**src/design/vertex_job_pkg.sv**
```systemverilog
//////////////////////////////
// shared widths, enums and records of the vertex job control unit
// imported by the RTL blocks and the testbench
//////////////////////////////

package vertex_job_pkg;

	// bus and record widths
	localparam int unsigned VERTEX_W   = 32;
	localparam int unsigned ADDR_W     = 32;
	localparam int unsigned DATA_W     = 32;
	localparam int unsigned WORD_BYTES = 4;

	// which vertex array a read targets
	typedef enum logic [1:0] {
		in_degree_arr,
		out_degree_arr,
		edges_idx_arr
	} vertex_array_e;

	// producer FSM states
	typedef enum logic [1:0] {
		fetch_idle,
		fetch_addr,
		fetch_data,
		fetch_push
	} fetch_state_e;

	// graph descriptor, sampled on start
	typedef struct packed {
		logic [VERTEX_W-1:0] num_vertices;
		logic [ADDR_W-1:0]   in_degree_base;
		logic [ADDR_W-1:0]   out_degree_base;
		logic [ADDR_W-1:0]   edges_idx_base;
	} graph_desc_t;

	// raw words in the buffer, swapped words on the job port
	typedef struct packed {
		logic [VERTEX_W-1:0] id;
		logic [DATA_W-1:0]   in_degree;
		logic [DATA_W-1:0]   out_degree;
		logic [DATA_W-1:0]   edges_idx;
	} vertex_rec_t;

	// AXI4-Lite read address and read data payloads
	typedef struct packed {
		logic [ADDR_W-1:0] araddr;
		logic [2:0]        arprot;
	} axil_ar_t;

	typedef struct packed {
		logic [DATA_W-1:0] rdata;
		logic [1:0]        rresp;
	} axil_r_t;

endpackage

```
**src/design/vertex_fetch.sv**
```systemverilog
//////////////////////////////
// producer: AXI4-Lite read master that reads three array words per vertex
// and pushes one raw record per vertex into the job buffer
//////////////////////////////

`timescale 1ns/100ps

module vertex_fetch import vertex_job_pkg::*; (
	input  logic        clock,
	input  logic        rstn,
	input  logic        start,
	input  graph_desc_t desc,
	output logic        busy,
	output logic        ar_valid,
	output axil_ar_t    ar,
	input  logic        ar_ready,
	input  logic        r_valid,
	input  axil_r_t     r,
	output logic        r_ready,
	output logic        push,
	output vertex_rec_t rec,
	input  logic        full,
	output logic        fetch_done
);

	fetch_state_e        state;
	vertex_array_e       sel;
	graph_desc_t         desc_q;
	logic [VERTEX_W-1:0] vertex_id;
	logic [VERTEX_W-1:0] remaining;
	logic [DATA_W-1:0]   words [0:2];
	logic [ADDR_W-1:0]   base;

	//////////////////////////////
	// read channel outputs
	//////////////////////////////

	// base address of the array being read
	always_comb begin
		case (sel)
			in_degree_arr:  base = desc_q.in_degree_base;
			out_degree_arr: base = desc_q.out_degree_base;
			default:        base = desc_q.edges_idx_base;
		endcase
	end

	// state and selector only change on a handshake, so ar holds while valid
	assign ar_valid  = (state == fetch_addr);
	assign ar.araddr = base + ADDR_W'(vertex_id * WORD_BYTES);
	// unprivileged, secure, data access
	assign ar.arprot = 3'b000;
	assign r_ready   = (state == fetch_data);

	assign busy = (state != fetch_idle);
	assign push = (state == fetch_push) && !full;

	// record is presented to the buffer while waiting in fetch_push
	assign rec.id         = vertex_id;
	assign rec.in_degree  = words[in_degree_arr];
	assign rec.out_degree = words[out_degree_arr];
	assign rec.edges_idx  = words[edges_idx_arr];

	//////////////////////////////
	// fetch FSM
	//////////////////////////////

	always_ff @(posedge clock or negedge rstn) begin
		if (!rstn) begin
			state      <= fetch_idle;
			sel        <= in_degree_arr;
			vertex_id  <= '0;
			remaining  <= '0;
			fetch_done <= 1'b0;
		end else begin
			case (state)
				fetch_idle: begin
					if (start) begin
						vertex_id  <= '0;
						remaining  <= desc.num_vertices;
						sel        <= in_degree_arr;
						// empty graph finishes without any read
						fetch_done <= (desc.num_vertices == '0);
						if (desc.num_vertices != '0) begin
							state <= fetch_addr;
						end
					end
				end
				fetch_addr: begin
					if (ar_ready) begin
						state <= fetch_data;
					end
				end
				fetch_data: begin
					if (r_valid) begin
						if (sel == edges_idx_arr) begin
							state <= fetch_push;
						end else begin
							sel   <= (sel == in_degree_arr) ? out_degree_arr : edges_idx_arr;
							state <= fetch_addr;
						end
					end
				end
				fetch_push: begin
					// back-pressure point, hold the record until there is room
					if (!full) begin
						vertex_id <= vertex_id + 1'b1;
						remaining <= remaining - 1'b1;
						sel       <= in_degree_arr;
						if (remaining == VERTEX_W'(1)) begin
							fetch_done <= 1'b1;
							state      <= fetch_idle;
						end else begin
							state <= fetch_addr;
						end
					end
				end
				default: state <= fetch_idle;
			endcase
		end
	end

	// descriptor and returned words
	always_ff @(posedge clock) begin
		if (start && (state == fetch_idle)) begin
			desc_q <= desc;
		end
		if ((state == fetch_data) && r_valid) begin
			words[sel] <= r.rdata;
		end
	end

endmodule

```
**src/design/job_fifo.sv**
```systemverilog
//////////////////////////////
// circular buffer of raw vertex records between fetch and filter
// head word is shown without a pop
//////////////////////////////

`timescale 1ns/100ps

module job_fifo import vertex_job_pkg::*; #(
	parameter int FIFO_DEPTH = 8
) (
	input  logic        clock,
	input  logic        rstn,
	input  logic        push,
	input  vertex_rec_t din,
	output logic        full,
	input  logic        pop,
	output vertex_rec_t dout,
	output logic        empty
);

	localparam int AW = $clog2(FIFO_DEPTH);

	vertex_rec_t mem [0:FIFO_DEPTH-1];
	// extra msb tells a full buffer from an empty one
	logic [AW:0] wr_ptr;
	logic [AW:0] rd_ptr;
	logic        do_push;
	logic        do_pop;

	assign empty = (wr_ptr == rd_ptr);
	assign full  = (wr_ptr[AW] != rd_ptr[AW]) && (wr_ptr[AW-1:0] == rd_ptr[AW-1:0]);

	// push while full and pop while empty are dropped
	assign do_push = push && !full;
	assign do_pop  = pop && !empty;

	assign dout = mem[rd_ptr[AW-1:0]];

	always_ff @(posedge clock or negedge rstn) begin
		if (!rstn) begin
			wr_ptr <= '0;
			rd_ptr <= '0;
		end else begin
			if (do_push) begin
				wr_ptr <= wr_ptr + 1'b1;
			end
			if (do_pop) begin
				rd_ptr <= rd_ptr + 1'b1;
			end
		end
	end

	always_ff @(posedge clock) begin
		if (do_push) begin
			mem[wr_ptr[AW-1:0]] <= din;
		end
	end

endmodule

```
**src/design/job_filter.sv**
```systemverilog
//////////////////////////////
// consumer: byte-swaps buffered records, drops vertices without
// out-edges and offers the rest on the job port
//////////////////////////////

`timescale 1ns/100ps

module job_filter import vertex_job_pkg::*; (
	input  logic                clock,
	input  logic                rstn,
	input  logic                start,
	input  vertex_rec_t         head,
	input  logic                empty,
	output logic                pop,
	input  logic                fetch_done,
	output logic                job_valid,
	output vertex_rec_t         job,
	input  logic                job_ready,
	output logic [VERTEX_W-1:0] filtered_count,
	output logic                done
);

	vertex_rec_t swapped;
	logic        keep;

	// big-endian memory word to little-endian
	function automatic logic [DATA_W-1:0] swap_bytes(input logic [DATA_W-1:0] w);
		return {<<8{w}};
	endfunction

	assign swapped.id         = head.id;
	assign swapped.in_degree  = swap_bytes(head.in_degree);
	assign swapped.out_degree = swap_bytes(head.out_degree);
	assign swapped.edges_idx  = swap_bytes(head.edges_idx);

	assign keep = (swapped.out_degree != '0);

	// pop when the output register is free or drains this cycle
	assign pop = !empty && (!job_valid || job_ready);

	always_ff @(posedge clock or negedge rstn) begin
		if (!rstn) begin
			job_valid      <= 1'b0;
			filtered_count <= '0;
			done           <= 1'b0;
		end else begin
			if (pop) begin
				job_valid <= keep;
			end else if (job_ready) begin
				job_valid <= 1'b0;
			end
			if (start) begin
				filtered_count <= '0;
			end else if (pop && !keep) begin
				filtered_count <= filtered_count + 1'b1;
			end
			// held until the next accepted start
			if (start) begin
				done <= 1'b0;
			end else if (fetch_done && empty && !job_valid) begin
				done <= 1'b1;
			end
		end
	end

	always_ff @(posedge clock) begin
		if (pop && keep) begin
			job <= swapped;
		end
	end

endmodule

```
**src/design/vertex_job_control.sv**
```systemverilog
//////////////////////////////
// vertex job control top: fetch, job buffer and filter in a row
//////////////////////////////

`timescale 1ns/100ps

module vertex_job_control import vertex_job_pkg::*; #(
	parameter int FIFO_DEPTH = 8
) (
	input  logic                clock,
	input  logic                rstn,
	input  logic                start,
	input  graph_desc_t         desc,
	output logic                busy,
	output logic                ar_valid,
	output axil_ar_t            ar,
	input  logic                ar_ready,
	input  logic                r_valid,
	input  axil_r_t             r,
	output logic                r_ready,
	output logic                job_valid,
	output vertex_rec_t         job,
	input  logic                job_ready,
	output logic [VERTEX_W-1:0] filtered_count,
	output logic                done
);

	logic        start_ok;
	logic        push;
	logic        pop;
	logic        full;
	logic        empty;
	logic        fetch_done;
	vertex_rec_t rec;
	vertex_rec_t head;

	// a start during a running graph is ignored
	assign start_ok = start && !busy;

	vertex_fetch fetch_i (
		.clock      (clock),
		.rstn       (rstn),
		.start      (start_ok),
		.desc       (desc),
		.busy       (busy),
		.ar_valid   (ar_valid),
		.ar         (ar),
		.ar_ready   (ar_ready),
		.r_valid    (r_valid),
		.r          (r),
		.r_ready    (r_ready),
		.push       (push),
		.rec        (rec),
		.full       (full),
		.fetch_done (fetch_done)
	);

	job_fifo #(
		.FIFO_DEPTH (FIFO_DEPTH)
	) fifo_i (
		.clock (clock),
		.rstn  (rstn),
		.push  (push),
		.din   (rec),
		.full  (full),
		.pop   (pop),
		.dout  (head),
		.empty (empty)
	);

	job_filter filter_i (
		.clock          (clock),
		.rstn           (rstn),
		.start          (start_ok),
		.head           (head),
		.empty          (empty),
		.pop            (pop),
		.fetch_done     (fetch_done),
		.job_valid      (job_valid),
		.job            (job),
		.job_ready      (job_ready),
		.filtered_count (filtered_count),
		.done           (done)
	);

endmodule

```
**config.mk**
```make
export PLATFORM = sky130hd
export DESIGN_NAME = vertex_job_control
export DESIGN_NICKNAME = d
export VERILOG_FILES = /design/src/design/vertex_job_pkg.sv /design/src/design/vertex_fetch.sv /design/src/design/job_fifo.sv /design/src/design/job_filter.sv /design/src/design/vertex_job_control.sv
export SDC_FILE = /design/constraint.sdc
export NUM_CORES = 2
export LEC_CHECK = 0
export BUFFER_PORTS_ARGS = -buffer_cell sky130_fd_sc_hd__buf_2
export CORE_MARGIN = 8
export CORE_UTILIZATION = 54
export DETAILED_ROUTE_END_ITERATION = 10
export PLACE_DENSITY = 0.82
export SYNTH_ARGS = -nofsm -noshare
export SYNTH_HDL_FRONTEND = slang
export SYNTH_SLANG_ARGS = --single-unit
```
**constraint.sdc**
```tcl
create_clock -name clock -period 15.41 [get_ports clock]
set_clock_uncertainty 0.2 [all_clocks]
set_input_delay 1.541 -clock clock [delete_from_list [all_inputs] [get_ports clock]]
set_output_delay 1.541 -clock clock [all_outputs]
set_load 0.005 [all_outputs]
```
==> results.py <==
metrics = {
    "pwr": {
        "irDropWorstVdd_mv": 0.144,
        "power-per-cell-area_nw_per_um2": 187,
        "leakagePower_nw": 22.1,
    },
    "grt": {
        "grtUsageMet1": 0.292,
        "met2_usage": 0.390,
        "grt_pass1_wl_microns": 201000,
        "gr-total-overflow": 0,
        "antenna_found_initial": 11,
        "grt_use_met3": 0.0634,
        "grt_usage": 0.234,
        "grt_max_degree": 85,
        "busiest_layer": "met2",
        "grt_pass1_vias": 30653,
    },
    "layout": {
        "nFillCells": 6836,
        "nets": 3540,
        "design_area_sq_um": 64700,
        "area_delta_synth_final_pct": 14.5,
        "layout_commonest_cell": "edfxtp_1",
        "layout-drive-gt1-share": 0.295,
        "stdcell_count": 4836,
        "final_core_util": 0.624,
        "layout_common_cells": "edfxtp_1, buf_2, mux4_2",
    },
    "synth": {
        "synth_compound_area_frac": 0.0278,
        "synth_xor_area_frac": 0.0107,
        "ys_seq_area_frac": 0.764,
        "muxShareOfSynthArea": 0.135,
        "netlist_instances": 2893,
        "yosys.area.top_type": "edfxtp_1",
        "synth-async-reset-ratio": 0.0763,
        "postSynthAreaPerCell_sq_um": 19.5,
        "yosysUniqueCellTypes": 69,
        "yosys.area_share.simple": 0.0421,
        "yosys_register_bits": 1455,
        "netlist_area_sq_um": 56500,
        "synth_area_leaders": "edfxtp_1, mux4_2, dfrtp_1",
        "synth_fa_ha_area_frac": 0.00988,
        "ys_warn_count": 0,
        "ys.flop_type": "edfxtp_1",
        "synth_edf_count": 1344,
        "yosysTopAreaCellShare": 0.714,
        "synth_top_family_by_area": "multiplexers",
    },
    "sta": {
        "layout_min_cycle_time_ns": 7.27,
        "setup_violations": 0,
        "drv_slew": 0,
        "fin_ws_ns": 8.14,
        "rsz0062_at_grt": "false",
        "worstMarginPinSlew_ns": 1.16,
        "period_share": 0.472,
        "max_clock_freq_mhz": 138,
        "slew_headroom": 0.225,
        "setup-tns-final_ns": 0,
        "finalHoldViolations": 0,
    },
    "floorplanning": {
        "die_area_sq_um": 115000,
        "ios": 368,
        "die_x_microns": 339,
        "initial_core_util": 0.545,
        "rows": 118,
        "core_sq_um": 104000,
        "die_h_microns": 339,
    },
    "clock_network": {
        "postCtsHoldBufs": 0,
        "cts_buffer_depth": 3,
        "cts_resized": 0,
        "path_clk_slew_ns": 0.06,
        "clk_latency_ns": 0.75,
        "htree_levels": 4,
        "root_buffer": "clkbuf_16",
        "cts.sinks": 1455,
        "post-cts-setup-buffers": 0,
        "cts_buffers": 144,
        "cts_tree": "yes",
    },
    "route": {
        "remaining_drc_errors": 0,
        "viasPerCell": 6.14,
        "avgRoutedWirePerCell_microns": 28.4,
        "ant_nets": 0,
        "drt_iter0_drc": 3319,
        "vias": 29715,
        "first_pass_iters": 5,
        "wl_microns": 137000,
    },
    "setup_path": {
        "r2r_slack_ns": 8.79,
        "startpoint": "fetch_i.sel[1]$_DFFE_PN0P_",
        "timing.rr.end": "filter_i.job[78]$_DFFE_PP_",
        "crit_path_start_kind": "flip-flop",
        "crit_path_end": "ar[33]",
        "cp.required_ns": 13.67,
        "crit_fanout": 44,
        "cp.arrival_ns": 5.53,
        "r2r_cells": 10,
        "reg2reg_from": "fifo_i.rd_ptr[0]$_DFFE_PN0P_",
        "end_kind": "output port",
        "worstSetupPathType": "reg -> out",
    },
    "status": {
        "outcome": "complete, no violations",
    },
    "placement": {
        "dpl.cell_count": 4562,
        "gp_congestion": 0.859,
        "dp_hpwl_microns": 77800,
        "portBuffers": 362,
        "pre_cts_slack_ns": 8.76,
        "dpl_cell_area_sq_um": 60000,
    },
    "min_path": {
        "hold_depth": 1,
        "hp-start": "fifo_i.wr_ptr[3]$_DFFE_PN0P_",
        "worstHoldPathType": "reg -> reg",
    },
    "run": {
        "max_cap_violations": 0,
    },
}
[worst max-delay path, stage by stage, from the launching register on]
cell and delay [ns]:
dfrtp_2 0.64, buf_4 0.44, o21ai_0 0.18, ha_1 0.25, fa_1 0.47, a211o_1 0.32
a2111oi_0 0.91, o211ai_1 0.27, nand3_1 0.19, a21boi_0 0.17, a311oi_1 0.46, o41ai_1 0.13
xor2_1 0.19, buf_2 0.15
[flip-flops by register name, indices dropped and copies added (netlist names)]
name,cells
filter_i.job_valid,1
fetch_i.remaining,32
fetch_i.sel,2
fetch_i.desc_q,96
fetch_i.state,2
fetch_i.fetch_done,1
filter_i.filtered_count,32
fifo_i.mem,1024
fifo_i.rd_ptr,4
fetch_i.words,96
filter_i.done,1
filter_i.job,128
fetch_i.vertex_id,32
fifo_i.wr_ptr,4
[kinds of logic (layout without fill, tap and decap cells)]
family / Yosys count / count (layout)
AND/OR/NAND/NOR: 492 / 492
adder cells (fa/ha/maj): 44 / 44
flip-flops: 1455 / 1455
multiplexers: 423 / 423
buffers and inverters: 155 / 706
other: 1 / 13
AO/OA/AOI/OAI: 254 / 254
XOR/XNOR: 69 / 69
[area by class of cell]
| class | instances | area (sq um) | area share |
|---|---|---|---|
| Timing Repair Buffer | 411 | 2180 | 0.0337 |
| Clock buffer | 174 | 3780 | 0.0584 |
| Antenna cell | 10 | 25.0 | 0.000387 |
| Tap cell | 1380 | 1730 | 0.0267 |
| Multi-Input combinational cell | 1285 | 12800 | 0.198 |
| Sequential cell | 1455 | 43100 | 0.667 |
| Inverter | 31 | 121 | 0.00188 |
| Clock inverter | 90 | 873 | 0.0135 |
[Yosys cell counts, types with 14 or more instances]
cell	count
nor4_1	44
nor3_1	39
dfrtp_1	111
xor2_1	39
edfxtp_1	1344
buf_1	38
o22ai_1	14
nand2_1	167
mux2_2	117
nand4_1	27
a21oi_1	62
inv_1	27
xnor2_1	30
nand3_1	42
ha_1	43
mux2i_1	48
o21ai_0	88
mux4_2	258
nor2_1	95
clkbuf_1	66
[stage by stage]
stage	hold WS, ns	power [mW]
floorplan	0.260	7.64
global placement	0.272	8.61
detailed placement	0.276	8.70
CTS	0.293	12.2
global route	0.309	12.6
finish	0.291	12.1
[power breakdown]
part | leakage, nW | internal [mW] | switching (mW)
registers | 13.9 | 5.14 | 0.384
clock network | 2.25 | 1.94 | 1.51
logic | 6.00 | 1.34 | 1.80
total | 22.1 | 8.42 | 3.70
[routing by layer]
| layer | vias to the layer above | routed length, microns |
|---|---|---|
| met4 | 4 | 5160 |
| met2 | 1729 | 68800 |
| met3 | 246 | 13800 |
| met5 | - | 22 |
| li1 | 12595 | - |
| met1 | 15141 | 49400 |
[how the worst min path moves through the flow]
stage / end / slack [ns]
floorplan: fetch_i.fetch_done$_DFFE_PN0P_ / 0.26
global placement: filter_i.done$_DFFE_PN0P_ / 0.27
detailed placement: fifo_i.wr_ptr[3]$_DFFE_PN0P_ / 0.28
CTS: fifo_i.wr_ptr[3]$_DFFE_PN0P_ / 0.29
global route: fifo_i.wr_ptr[3]$_DFFE_PN0P_ / 0.31
finish: fifo_i.wr_ptr[3]$_DFFE_PN0P_ / 0.29
Note: power is estimated with default switching activity, not from simulation.
